**config.mk**
```make
export PLATFORM = sky130hd
export DESIGN_NAME = convLayer
export DESIGN_NICKNAME = d
export VERILOG_FILES = /design/src/convPkg.sv /design/src/boothMultiplier.sv /design/src/convChannel.sv /design/src/windowScanner.sv /design/src/convSequencer.sv /design/src/convLayer.sv
export SDC_FILE = /design/constraint.sdc
export NUM_CORES = 1
export LEC_CHECK = 0
export ABC_AREA = 1
export BUFFER_PORTS_ARGS = -buffer_cell sky130_fd_sc_hd__buf_2
export CAP_MARGIN = 5
export CORE_MARGIN = 2
export CORE_UTILIZATION = 28
export DETAILED_ROUTE_END_ITERATION = 8
export SLEW_MARGIN = 15
export SYNTH_ARGS = -nofsm -noshare
export SYNTH_HDL_FRONTEND = slang
export SYNTH_HIERARCHICAL = 1
export SYNTH_SLANG_ARGS = --single-unit
```
**constraint.sdc**
```tcl
create_clock -name clk -period 8.8 [get_ports clk]
set_input_delay 1.32 -clock clk [delete_from_list [all_inputs] [get_ports clk]]
set_output_delay 1.32 -clock clk [all_outputs]
set_load 0.05 [all_outputs]
```
**src/convPkg.sv**
```systemverilog
package convPkg;

    // fixed point format q4.16, two's complement
    localparam int dataW = 20;
    localparam int fracW = 16;

    localparam int numTaps = 9;      // 3x3 window
    localparam int boothSteps = 10;  // 9 digit cycles + 1 rounding cycle

    typedef logic [dataW-1:0]   fixedT;    // one q4.16 value
    typedef logic [2*dataW-1:0] productT;  // full q8.32 product
    typedef logic [3:0]         tapIdxT;   // 0..8, row = tap/3, col = tap%3

    // kernel elements, row major from the top left tap
    localparam fixedT kernelTable [2][numTaps] = '{
        '{20'h0A89E, 20'h092D5, 20'h06D43,
          20'h01004, 20'hF8F71, 20'hF6E54,
          20'hFA6D7, 20'hFC834, 20'hFAC19},
        '{20'hFDB55, 20'h02992, 20'hFC994,
          20'h050FD, 20'h02F20, 20'h0202D,
          20'h03BD7, 20'hFD369, 20'h05E68}
    };

    // bias per channel, channel 1 is negative
    localparam fixedT biasTable [2] = '{20'h01310, 20'hF7295};

    // pixel as seen by the channels
    typedef struct packed {
        fixedT  pixel;  // already zero on padded taps
        tapIdxT tap;    // selects the kernel element
    } tapDataT;

    // one-cycle strobes from the sequencer, shared by both channels
    typedef struct packed {
        logic clearSum;    // zero the accumulator before tap 0
        logic multStart;   // launch the booth multiplier
        logic accumulate;  // add the rounded product
        logic finish;      // last tap, register biased relu result
    } channelCtrlT;

    // per tap phases of the sequencer
    typedef enum logic [2:0] {
        idle,
        fetch,       // read address stable, pixel registered on exit
        capture,     // captured pixel presented to the multipliers
        multiply,    // wait for multDone
        accumulate,
        finish,      // done high
        advance,     // step to next output pixel
        frameEnd     // wait for en to drop
    } seqStateT;

endpackage

```
**src/boothMultiplier.sv**
```systemverilog
`timescale 1ns/1ps

module boothMultiplier
    import convPkg::*;
(
    input  logic  clk,
    input  logic  reset,
    input  logic  start,     // one cycle, operands valid with it
    input  fixedT a,         // multiplicand
    input  fixedT b,         // multiplier, recoded in radix 4
    output fixedT y,         // rounded q4.16 product
    output logic  busy,
    output logic  doneMult   // last busy cycle, y valid from the next cycle
);

    typedef logic [$clog2(boothSteps+1)-1:0] stepT;

    productT        mcandExt;   // a sign extended to product width
    productT        mcandSh;    // multiplicand at weight of the current digit
    logic [dataW:0] mplierSh;   // multiplier with the implied zero below bit 0
    productT        sum;        // partial sum of retired digits
    productT        ppLoad;
    productT        ppStep;
    stepT           stepCount;  // 1..9 digit cycles, boothSteps = rounding

    // radix-4 booth digit times multiplicand
    function automatic productT boothPp(input productT m, input logic [2:0] triplet);
        productT pp;
        case (triplet)
            3'b001, 3'b010: pp = m;         // +1
            3'b011:         pp = m << 1;    // +2
            3'b100:         pp = -(m << 1); // -2
            3'b101, 3'b110: pp = -m;        // -1
            default:        pp = '0;        // 000 and 111 add nothing
        endcase
        return pp;
    endfunction

    assign mcandExt = {{dataW{a[dataW-1]}}, a};
    assign ppLoad = boothPp(mcandExt, {b[1:0], 1'b0});  // digit 0 straight from the inputs
    assign ppStep = boothPp(mcandSh, mplierSh[2:0]);
    assign doneMult = busy && (stepCount == stepT'(boothSteps));

    always_ff @(posedge clk) begin
        if (!reset) begin
            busy <= 1'b0;
            stepCount <= '0;
        end else if (start) begin
            busy <= 1'b1;
            stepCount <= stepT'(1);
        end else if (busy) begin
            if (doneMult) begin
                busy <= 1'b0;
                stepCount <= '0;
            end else begin
                stepCount <= stepCount + 1'b1;
            end
        end
    end

    always_ff @(posedge clk) begin
        if (start) begin
            sum <= ppLoad;
            mcandSh <= mcandExt << 2;
            mplierSh <= {b, 1'b0} >> 2;     // next triplet is b[3:1]
        end else if (busy && !doneMult) begin
            sum <= sum + ppStep;            // wraps in 40 bits, true product always fits
            mcandSh <= mcandSh << 2;
            mplierSh <= mplierSh >> 2;
        end
        // round to nearest on bit 15, keep q4.16 with wrap
        if (doneMult)
            y <= sum[fracW +: dataW] + fixedT'(sum[fracW-1]);
    end

    // operands and partial sum would be overwritten mid product
    startWhileBusy: assert property (@(posedge clk) disable iff (!reset) start |-> !busy)
        else $error("booth multiplier started while busy");

endmodule

```
**src/convChannel.sv**
```systemverilog
`timescale 1ns/1ps

module convChannel
    import convPkg::*;
#(
    parameter int channelIdx = 0    // picks kernel row and bias
) (
    input  logic        clk,
    input  logic        reset,
    input  tapDataT     tapData,
    input  channelCtrlT ctrl,
    output logic        multDone,
    output fixedT       result      // relu(sum + bias), held until next finish
);

    fixedT kernel;     // kernel element for the current tap
    fixedT product;    // rounded pixel * kernel
    fixedT sum;        // running window sum, wraps in 20 bits
    fixedT sumNext;
    fixedT biased;
    logic  multBusy;

    assign kernel = kernelTable[channelIdx][tapData.tap];

    boothMultiplier mult0 (
        .clk      (clk),
        .reset    (reset),
        .start    (ctrl.multStart),
        .a        (tapData.pixel),
        .b        (kernel),
        .y        (product),
        .busy     (multBusy),
        .doneMult (multDone)
    );

    assign sumNext = sum + product;
    // finish comes with the last accumulate, so bias goes on the final sum
    assign biased = sumNext + biasTable[channelIdx];

    always_ff @(posedge clk) begin
        if (ctrl.clearSum)
            sum <= '0;
        else if (ctrl.accumulate)
            sum <= sumNext;
    end

    always_ff @(posedge clk) begin
        if (!reset) begin
            result <= '0;
        end else if (ctrl.finish) begin
            result <= biased[dataW-1] ? '0 : biased;  // relu clips negatives
        end
    end

    // product must be settled before it is summed
    accumAfterMult: assert property (@(posedge clk) disable iff (!reset)
        ctrl.accumulate |-> !multBusy)
        else $error("channel %0d accumulated during a multiply", channelIdx);

    // result only ever taken at the end of a tap
    finishOnAccum: assert property (@(posedge clk) disable iff (!reset)
        ctrl.finish |-> ctrl.accumulate)
        else $error("channel %0d finish without accumulate", channelIdx);

endmodule

```
**src/windowScanner.sv**
```systemverilog
`timescale 1ns/1ps

module windowScanner
    import convPkg::*;
#(
    parameter int imgSideLog2 = 6   // image side is 2**imgSideLog2
) (
    input  logic                     clk,
    input  logic                     reset,
    input  logic                     nextTap,    // step to the next tap in the window
    input  logic                     nextPixel,  // step to next output in block order
    input  logic                     restart,    // back to output (0,0) tap 0
    output logic [2*imgSideLog2-1:0] addrRd,     // {row, col} of the current tap
    output logic [2*imgSideLog2-1:0] addrWr,     // {row, col} of the current output
    output logic                     padTap,     // tap lies outside the image
    output logic                     lastTap,
    output logic                     lastPixel
);

    typedef logic [imgSideLog2-1:0] coordT;
    typedef logic [imgSideLog2:0]   coordExtT;  // extra msb flags -1 and side

    coordT    rowPos;   // output position
    coordT    colPos;
    tapIdxT   tap;
    logic [1:0] tapRow; // 0..2 within the window
    logic [1:0] tapCol;
    coordExtT rowRd;    // tap coordinate, may be out of range
    coordExtT colRd;
    logic     lastCol;

    // split tap index into window row and column
    always_comb begin
        if (tap >= 4'd6)
            tapRow = 2'd2;
        else if (tap >= 4'd3)
            tapRow = 2'd1;
        else
            tapRow = 2'd0;
        tapCol = 2'(tap - 4'(3 * tapRow));
    end

    // window is centred on the output, so offset is tap row/col minus one
    assign rowRd = {1'b0, rowPos} + coordExtT'(tapRow) - coordExtT'(1);
    assign colRd = {1'b0, colPos} + coordExtT'(tapCol) - coordExtT'(1);

    assign padTap = rowRd[imgSideLog2] | colRd[imgSideLog2];  // -1 or side
    assign addrRd = {rowRd[imgSideLog2-1:0], colRd[imgSideLog2-1:0]};
    assign addrWr = {rowPos, colPos};

    assign lastTap = (tap == tapIdxT'(numTaps - 1));
    assign lastCol = &colPos;
    assign lastPixel = (&rowPos) & lastCol;  // block order ends bottom right

    always_ff @(posedge clk) begin
        if (!reset || restart) begin
            rowPos <= '0;
            colPos <= '0;
            tap <= '0;
        end else if (nextTap) begin
            tap <= tap + 1'b1;
        end else if (nextPixel) begin
            tap <= '0;
            if (!colPos[0]) begin
                colPos <= colPos + 1'b1;        // (y,x) to (y,x+1)
            end else if (!rowPos[0]) begin
                rowPos <= rowPos + 1'b1;        // (y,x+1) to (y+1,x)
                colPos <= colPos - 1'b1;
            end else begin
                // bottom right of a block, col wraps to 0 at the row end
                colPos <= colPos + 1'b1;
                rowPos <= lastCol ? rowPos + 1'b1 : rowPos - 1'b1;
            end
        end
    end

    // a step is either within the window or to the next output, never both
    stepExclusive: assert property (@(posedge clk) disable iff (!reset)
        !(nextTap && nextPixel))
        else $error("scanner got nextTap and nextPixel together");

endmodule

```
**src/convSequencer.sv**
```systemverilog
`timescale 1ns/1ps

module convSequencer
    import convPkg::*;
(
    input  logic        clk,
    input  logic        reset,
    input  logic        en,         // level, low aborts to idle
    input  fixedT       data,       // image memory read data
    input  logic        padTap,
    input  logic        lastTap,
    input  logic        lastPixel,
    input  logic        multDone,
    output logic        nextTap,
    output logic        nextPixel,
    output logic        restart,
    output tapDataT     tapData,
    output channelCtrlT ctrl,
    output logic        done,       // one cycle per output pixel
    output logic        frameDone   // one cycle after the last pixel
);

    seqStateT state;
    seqStateT stateNext;
    tapIdxT   tapCount;  // kernel index, tracks the scanner tap

    always_comb begin
        stateNext = state;
        case (state)
            idle:       if (en) stateNext = fetch;
            fetch:      stateNext = capture;
            capture:    stateNext = multiply;
            multiply:   if (multDone) stateNext = accumulate;
            accumulate: stateNext = lastTap ? finish : fetch;
            finish:     stateNext = advance;
            advance:    stateNext = lastPixel ? frameEnd : fetch;
            frameEnd:   stateNext = frameEnd;  // hold until en drops
            default:    stateNext = idle;
        endcase
        if (!en)
            stateNext = idle;
    end

    always_ff @(posedge clk) begin
        if (!reset) begin
            state <= idle;
            tapCount <= '0;
            frameDone <= 1'b0;
        end else begin
            state <= stateNext;
            if (state == idle || state == advance)
                tapCount <= '0;
            else if (state == accumulate)
                tapCount <= tapCount + 1'b1;
            frameDone <= (state == advance) && lastPixel && en;
        end
    end

    // memory answers within the fetch cycle, pixel lands on the edge into capture
    always_ff @(posedge clk) begin
        if (state == fetch) begin
            tapData.pixel <= padTap ? '0 : data;
            tapData.tap <= tapCount;
        end
    end

    // channel strobes
    always_comb begin
        ctrl.clearSum = (state == advance) || (state == idle && en);
        ctrl.multStart = (state == capture);
        ctrl.accumulate = (state == accumulate);
        ctrl.finish = (state == accumulate) && lastTap;  // result registered with the last sum
    end

    assign nextTap = (state == accumulate) && !lastTap;
    assign nextPixel = (state == advance);
    assign restart = (state == idle);   // scanner parked at (0,0) while idle
    assign done = (state == finish);

    // downstream pooling counts one pulse per pixel
    singleDone: assert property (@(posedge clk) disable iff (!reset) done |=> !done)
        else $error("done held high for two cycles");

endmodule

```
**src/convLayer.sv**
```systemverilog
`timescale 1ns/1ps

module convLayer
    import convPkg::*;
#(
    parameter int imgSideLog2 = 6
) (
    input  logic                     clk,
    input  logic                     reset,
    input  logic                     en,
    input  fixedT                    data,
    output logic [2*imgSideLog2-1:0] addrRd,
    output logic [2*imgSideLog2-1:0] addrWr,
    output fixedT                    resultK0,
    output fixedT                    resultK1,
    output logic                     done,
    output logic                     frameDone
);

    logic        padTap;
    logic        lastTap;
    logic        lastPixel;
    logic        nextTap;
    logic        nextPixel;
    logic        restart;
    logic        multDone;  // channels run in lockstep, channel 0 speaks for both
    tapDataT     tapData;
    channelCtrlT ctrl;

    windowScanner #(.imgSideLog2(imgSideLog2)) scan0 (
        .clk       (clk),
        .reset     (reset),
        .nextTap   (nextTap),
        .nextPixel (nextPixel),
        .restart   (restart),
        .addrRd    (addrRd),
        .addrWr    (addrWr),
        .padTap    (padTap),
        .lastTap   (lastTap),
        .lastPixel (lastPixel)
    );

    convSequencer seq0 (
        .clk       (clk),
        .reset     (reset),
        .en        (en),
        .data      (data),
        .padTap    (padTap),
        .lastTap   (lastTap),
        .lastPixel (lastPixel),
        .multDone  (multDone),
        .nextTap   (nextTap),
        .nextPixel (nextPixel),
        .restart   (restart),
        .tapData   (tapData),
        .ctrl      (ctrl),
        .done      (done),
        .frameDone (frameDone)
    );

    convChannel #(.channelIdx(0)) chan0 (
        .clk      (clk),
        .reset    (reset),
        .tapData  (tapData),
        .ctrl     (ctrl),
        .multDone (multDone),
        .result   (resultK0)
    );

    convChannel #(.channelIdx(1)) chan1 (
        .clk      (clk),
        .reset    (reset),
        .tapData  (tapData),
        .ctrl     (ctrl),
        .multDone (),
        .result   (resultK1)
    );

endmodule

```
==> reports/summary.txt, run 1 <==
WHS Path Cells: 2
Syn. warnings: 6
CP max FO: 8
Clock Power Share: 48.5%
Initial Util: 28.2%
post-synthesis cell count: 4051
antenna violations before repair: 0
latest clock arrival within the worst-skew pair: 590 ps
Setup Buffers After CTS: 0
GRT met2 Usage: 23.5%
worst min path class: reg -> reg
crit path time final: 5710 ps
#FFs+latches synth: 350
Post-synth EDFFs: 238
Leakage: 14.1 nW
GR Layer Usage met3: 2.07%
total design power: 3.90 mW
FF/Latch Area: 9390 sq um
CTS tree: done
status: complete, no violations
antenna fix cells: 0
full die area: 105000 sq um
GR Util All Layers: 15.0%
clock sinks: 350
Comb pwr share: 5.7%
final hold vios: 0
Seq/Total Area, Yosys: 32.9%
Die Wd: 323 microns
Pwr Density: 122 nW/um^2
CP required: 7480 ps
WHS: 459 ps
Synth Net Count: 4246
setup total negative slack: 0 ps
core region area: 101000 sq um
final wirelength: 79.1 mm
final-report max-slew violation count: 0
final setup violation count: 0
post-DR wirelength/cell: 14.3 microns
Global Route met1 Usage: 21.5%
via count: 26323
post-synthesis cell type count: 66
Multi-input gate area: 16700 sq um
top cells by area, synth: edfxtp_1 (25%), nand2_1 (15%), dfxtp_1 (7.8%), ha_1 (7.3%), inv_1 (6.6%)
grt total ovfl: 0
Pint: 2.98 mW
Reg2Reg Setup Slack: 4580 ps
routed vias/inst: 4.77
fillers: 11007
row count: 117
clk slew on worst S/H paths: 60 ps
Worst Slack Setup Final: 3090 ps
cell accounting for the most synthesized area: edfxtp_1
async set-reset flop share out of synthesis: 0%
pre-CTS WS: 3680 ps
Synth Area per Inst: 7.05 sq um
sw frac: 23.5%
# port buffers: 86
startpoint class of the critical path: flop
Hold Buf Count CTS: 0
CTS Buffer Depth: 3
initial drt markers: 1837
clk root buf: clkbuf_16
Max-slew headroom: 22.8%
worst slew pin tran: 1150 ps
Worst R2R Start: scan0/tap[1]
P&R area growth vs syn: 11.9%
Ports: 89
FMAX: 175 MHz
first-pass GRT wire length: 129 mm
Synth top area share: 25.0%
number of max-cap violations: 0
Reg power frac: 45.8%
CP Data Arrival Time: 4390 ps
largest net degree at the start of global routing: 86
FF-to-FF path depth: 22
Finished Layout Cells: 5520
Switching Power: 0.917 mW
1st-pass router iterations: 5
DRC errors left: 0
RD Place Congestion: 0.935
layout cell share with drive strength beyond 1: 10.0%
crit path launch: scan0/tap[1]
post-cts sizing count: 0
cts bufs inserted: 44
unrepaired setup endpoints after global routing: no
Die Span Y: 323 microns
Hold Crit Start: chan1/result[3]
Worst Setup Path Type: reg -> out
Setup crit end kind: output pin
Worst VDD drop: 111 uV
placed cells: 5440
number of global-route vias before repair: 24594
cell area after synthesis: 28600 sq um
busiest grt layer: met2
H-tree lvl count: 2
NumNets Final: 4313
clk_skew: 14.4 ps
post-route clock period utilization: 64.9%
Main synth FF type: edfxtp_1
HPWL after DPL: 61.4 mm
Post-DRT Antenna Nets: 0
cell usage after synthesis, types with 6 or more instances:
cell type / count
nand2_1: 1136
inv_1: 506
nor2_1: 349
a21oi_1: 249
nand3_1: 243
edfxtp_1: 238
o21ai_0: 215
ha_1: 166
xor2_1: 115
dfxtp_1: 112
clkbuf_1: 71
o21ai_1: 60
nand4_1: 58
nand2_2: 54
inv_2: 41
o211ai_1: 41
o22ai_1: 38
nor2_2: 30
nand3_2: 28
nor3_1: 28
xnor2_1: 27
nor2_4: 17
a21oi_2: 16
nand2_4: 16
nand3b_1: 16
o2111ai_1: 16
o221ai_1: 12
nor4_1: 11
o21a_1: 11
a221o_1: 10
o21bai_1: 8
a21o_1: 7
a31oi_1: 7
clkinv_1: 7
buf_2: 6
fa_1: 6
nor3_2: 6
stage by stage:
step | util (%) | cell area (sq um)
2_1_floorplan | - | 28600
3_3_place_gp | 30.1 | 30500
3_5_place_dp | 30.1 | 30500
4_1_cts | 31.5 | 32000
5_1_grt | 31.5 | 32000
6_report | 31.5 | 32000
path summary, 6_finish.rpt:
| path | end |
|---|---|
| min | chan1/result[3] |
| max reg2reg | seq0/tapData[9] |
| min reg2reg | chan1/result[3] |
| max | addrRd[5] |
layout make-up:
class,count,share of cell area (%)
clock buffers,60,3.83
flip-flops and latches,350,29.4
clock inverters,20,0.810
repair buffers,107,1.84
multi-input cells,3058,52.2
well taps,1368,5.35
inverters,557,6.61
state kept, by name (all words and copies together) (netlist names), 20 cells and up, named ones only:
register,count
chan0/sum,20
chan0/mult0/y,20
seq0/tapData,24
chan1/mult0/mcandSh,34
chan1/sum,20
chan0/mult0/mcandSh,34
chan1/mult0/y,20
chan1/mult0/sum,34
chan0/mult0/sum,34
critical path: stages (launching register included):
cell and delay [ps]:
dfxtp_1 480, ha_1 200, nor2_1 40, o21ai_0 350, a21oi_1 120, ha_1 320
inv_1 40, ha_1 170, nor2_1 110, xor2_1 180, xor2_1 190, ha_1 250
inv_1 60, ha_1 180, inv_1 70, fa_1 400, o21ai_0 170, a21oi_1 90
xor2_1 130, buf_2 280
power by group through the flow:
| stage | Combinational [mW] | Clock [mW] | Sequential [mW] |
|---|---|---|---|
| final | 0.221 | 1.89 | 1.79 |
| after global routing | 0.250 | 2.02 | 1.79 |
| after CTS | 0.220 | 1.95 | 1.78 |
| after detailed placement | 0.219 | 0 | 1.82 |
| after global placement | 0.218 | 0 | 1.82 |
| after floorplan | 0.162 | 0 | 1.81 |
logic make-up (layout without fill, tap and decap cells):
family / Yosys count / after routing / share of synthesized area, %
DFF: 350 / 350 / 32.9
buffers and inverters: 643 / 744 / 8.76
other: 2 / 2 / 0.0263
xor gates and xnor gates: 143 / 143 / 4.41
and+or+nand+nor: 2028 / 2028 / 31.9
AOI/OAI and AO/OA: 713 / 713 / 14.3
adders and majority gates: 172 / 172 / 7.69
placed cells by master, fill, tap and decap left out, types with 58 or more instances in the layout:
| cell type | count |
|---|---|
| o21ai_0 | 215 |
| nor2_1 | 347 |
| dfxtp_1 | 112 |
| inv_1 | 505 |
| nand3_1 | 243 |
| xor2_1 | 115 |
| edfxtp_1 | 238 |
| nand4_1 | 58 |
| o21ai_1 | 60 |
| nand2_1 | 1134 |
| buf_2 | 86 |
| a21oi_1 | 249 |
| ha_1 | 166 |
layer usage:
| layer | part of all wire [%] | up-vias | routed length (microns) |
|---|---|---|---|
| met2 | 43 | 596 | 33800 |
| met5 | 0 | - | 0 |
| met3 | 4.9 | 89 | 3920 |
| met4 | 2.1 | 0 | 1690 |
| li1 | - | 13584 | - |
| met1 | 50 | 12054 | 39700 |
No activity file was read; power rests on OpenSTA's default activity.
==> run 2, diff against run 1 <==
==> constraint.sdc (replaced) <==
create_clock -name clk -period 5.2 [get_ports clk]
set_input_delay 0.78 -clock clk [delete_from_list [all_inputs] [get_ports clk]]
set_output_delay 0.78 -clock clk [all_outputs]
set_load 0.05 [all_outputs]
==> reports/summary.txt, run 2 (synthesized netlist as in run 1, its figures left out) <==
Post-DRT Antenna Nets: 0
WHS Path Cells: 3
Leakage: 14.1 nW
# port buffers: 86
H-tree lvl count: 2
clk_skew: 17.9 ps
number of global-route vias before repair: 24658
dpl cell area: 30500 sq um
RD Place Congestion: 0.943
Worst R2R Start: chan1/mult0/mcandSh[2]
startpoint class of the critical path: flop
Ports: 89
cts bufs inserted: 45
worst min path class: in -> reg
Setup crit end kind: output pin
crit path time final: 4860 ps
Max-slew headroom: 35.6%
first-pass GRT wire length: 129 mm
CP required: 4420 ps
routed vias/inst: 4.75
Comb pwr share: 5.6%
NumNets Final: 4316
unrepaired setup endpoints after global routing: no
GR Util All Layers: 15.1%
largest net degree at the start of global routing: 118
CP max FO: 4
CP Data Arrival Time: 4080 ps
P&R area growth vs syn: 12.2%
final hold vios: 0
FF/Latch Area: 9390 sq um
total design power: 6.67 mW
Pint: 5.05 mW
Reg-to-Reg End: chan1/mult0/sum[34]
CP dominant cell by count: ha_1
Pwr Density: 208 nW/um^2
CP max stage delay: 390 ps
grt total ovfl: 0
Die Span Y: 323 microns
clk slew on worst S/H paths: 60 ps
Switching Power: 1.62 mW
1st-pass router iterations: 6
full die area: 105000 sq um
Reg power frac: 45.3%
Die Wd: 323 microns
row count: 117
commonest non-fill, non-tap cell in the layout: nand2_1
Hold Buf Count CTS: 0
CTS tree: done
most frequent cells in the layout: nand2_1 (1134), inv_1 (505), nor2_1 (346)
final instance area: 32100 sq um
latest clock arrival within the worst-skew pair: 600 ps
core region area: 101000 sq um
DRC errors left: 0
clock sinks: 350
Initial Util: 28.2%
WHS Endpoint: seq0/state[1]
Reg2Reg Setup Slack: 1160 ps
fillers: 11045
setup total negative slack: 0 ps
antenna fix cells: 0
Hold Crit Start: en
post-route clock period utilization: 93.4%
FMAX: 206 MHz
crit path cell chain: inv_1 > ha_1 > nor2_1 > o21ai_2 > a21oi_2 > ha_1 > ha_1 > nor2_2 > xor2_1 > xor2_1 > ha_1 > inv_1 > ha_1 > inv_1 > fa_1 > o21ai_1 > a21oi_1 > xor2_1 > buf_4
sw frac: 24.4%
final-report max-slew violation count: 0
Worst Slack Setup Final: 345 ps
final wirelength: 79.8 mm
number of max-cap violations: 0
FF-to-FF path depth: 19
Worst VDD drop: 200 uV
worst slew pin tran: 964 ps
final setup violation count: 0
antenna violations before repair: 0
HPWL after DPL: 62.0 mm
clk root buf: clkbuf_16
pre-CTS WS: 561 ps
status: complete, no violations
via count: 26265
CTS Buffer Depth: 3
Slowest cell on crit path: fa_1
Clock Power Share: 49.1%
layout cell share with drive strength beyond 1: 10.3%
Multi-input gate area: 16700 sq um
initial drt markers: 1843
Worst Setup Path Type: reg -> out
post-DR wirelength/cell: 14.4 microns
[run 2: changes by cell type in the layout (fill, tap and decap cells not counted), sizes merged]
cell      delta
clkinv       +7
inv          +2
clkinvlp     +1
clkbuf       -7
buf          +2
[run 2: per-stage QoR]
| stage | utilization [%] | hold WS, ps | instances |
|---|---|---|---|
| after floorplan | - | 453 | 4051 |
| after global placement | 30.1 | 450 | 5442 |
| after detailed placement | 30.1 | 454 | 5442 |
| after CTS | 31.6 | 418 | 5525 |
| after global routing | 31.6 | 449 | 5525 |
| final | 31.6 | 458 | 5525 |
[run 2: worst max-delay path by stage]
| stage | from | end | cells after the start |
|---|---|---|---|
| global route | scan0/tap[0] | addrRd[5] | 19 |
| detailed placement | scan0/tap[1] | addrRd[5] | 19 |
| finish | scan0/tap[0] | addrRd[5] | 19 |
| global placement | scan0/tap[1] | addrRd[5] | 19 |
| floorplan | scan0/tap[1] | addrRd[5] | 18 |
| CTS | scan0/tap[1] | addrRd[5] | 19 |
[run 2: power groups by stage]
stage	sequential [mW]	combinational [mW]	clock, mW
after global routing	3.02	0.424	3.47
after floorplan	3.06	0.274	0
after detailed placement	3.08	0.371	0
after CTS	3.02	0.373	3.37
final	3.02	0.376	3.27
after global placement	3.08	0.370	0
[run 2: per-layer routing]
| layer | vias to the layer above | share of wire [%] | global-route usage (%) |
|---|---|---|---|
| met1 | 12037 | 50 | 21.8 |
| met4 | 0 | 1.6 | 3.02 |
| met3 | 87 | 5.0 | 1.95 |
| met2 | 550 | 43 | 23.9 |
| li1 | 13591 | - | - |
| met5 | - | 0 | 0 |
[run 2: worst max-delay path: cells and delay by family, from the launching register on]
| kind | cells | cell delay [ps] |
|---|---|---|
| xor+xnor | 3 | 540 |
| fa+ha+maj | 6 | 1460 |
| buf+inv | 4 | 420 |
| simple gates | 2 | 230 |
| flops | 1 | 350 |
| compound gates | 4 | 480 |
[run 2: what timing repair did]
action                     in CTS  in global routing
pin swaps                       0                  2
resized for setup               1                  8
setup endpoints to repair       1                  1
buffers inserted                0                  0
[run 2: area by class of cell]
| type | count | area share [%] |
|---|---|---|
| clock buffers | 53 | 3.74 |
| clock inverters | 30 | 0.987 |
| inverters | 557 | 6.59 |
| multi-input cells | 3058 | 52.1 |
| flip-flops and latches | 350 | 29.3 |
| well taps | 1368 | 5.34 |
| repair buffers | 109 | 1.93 |
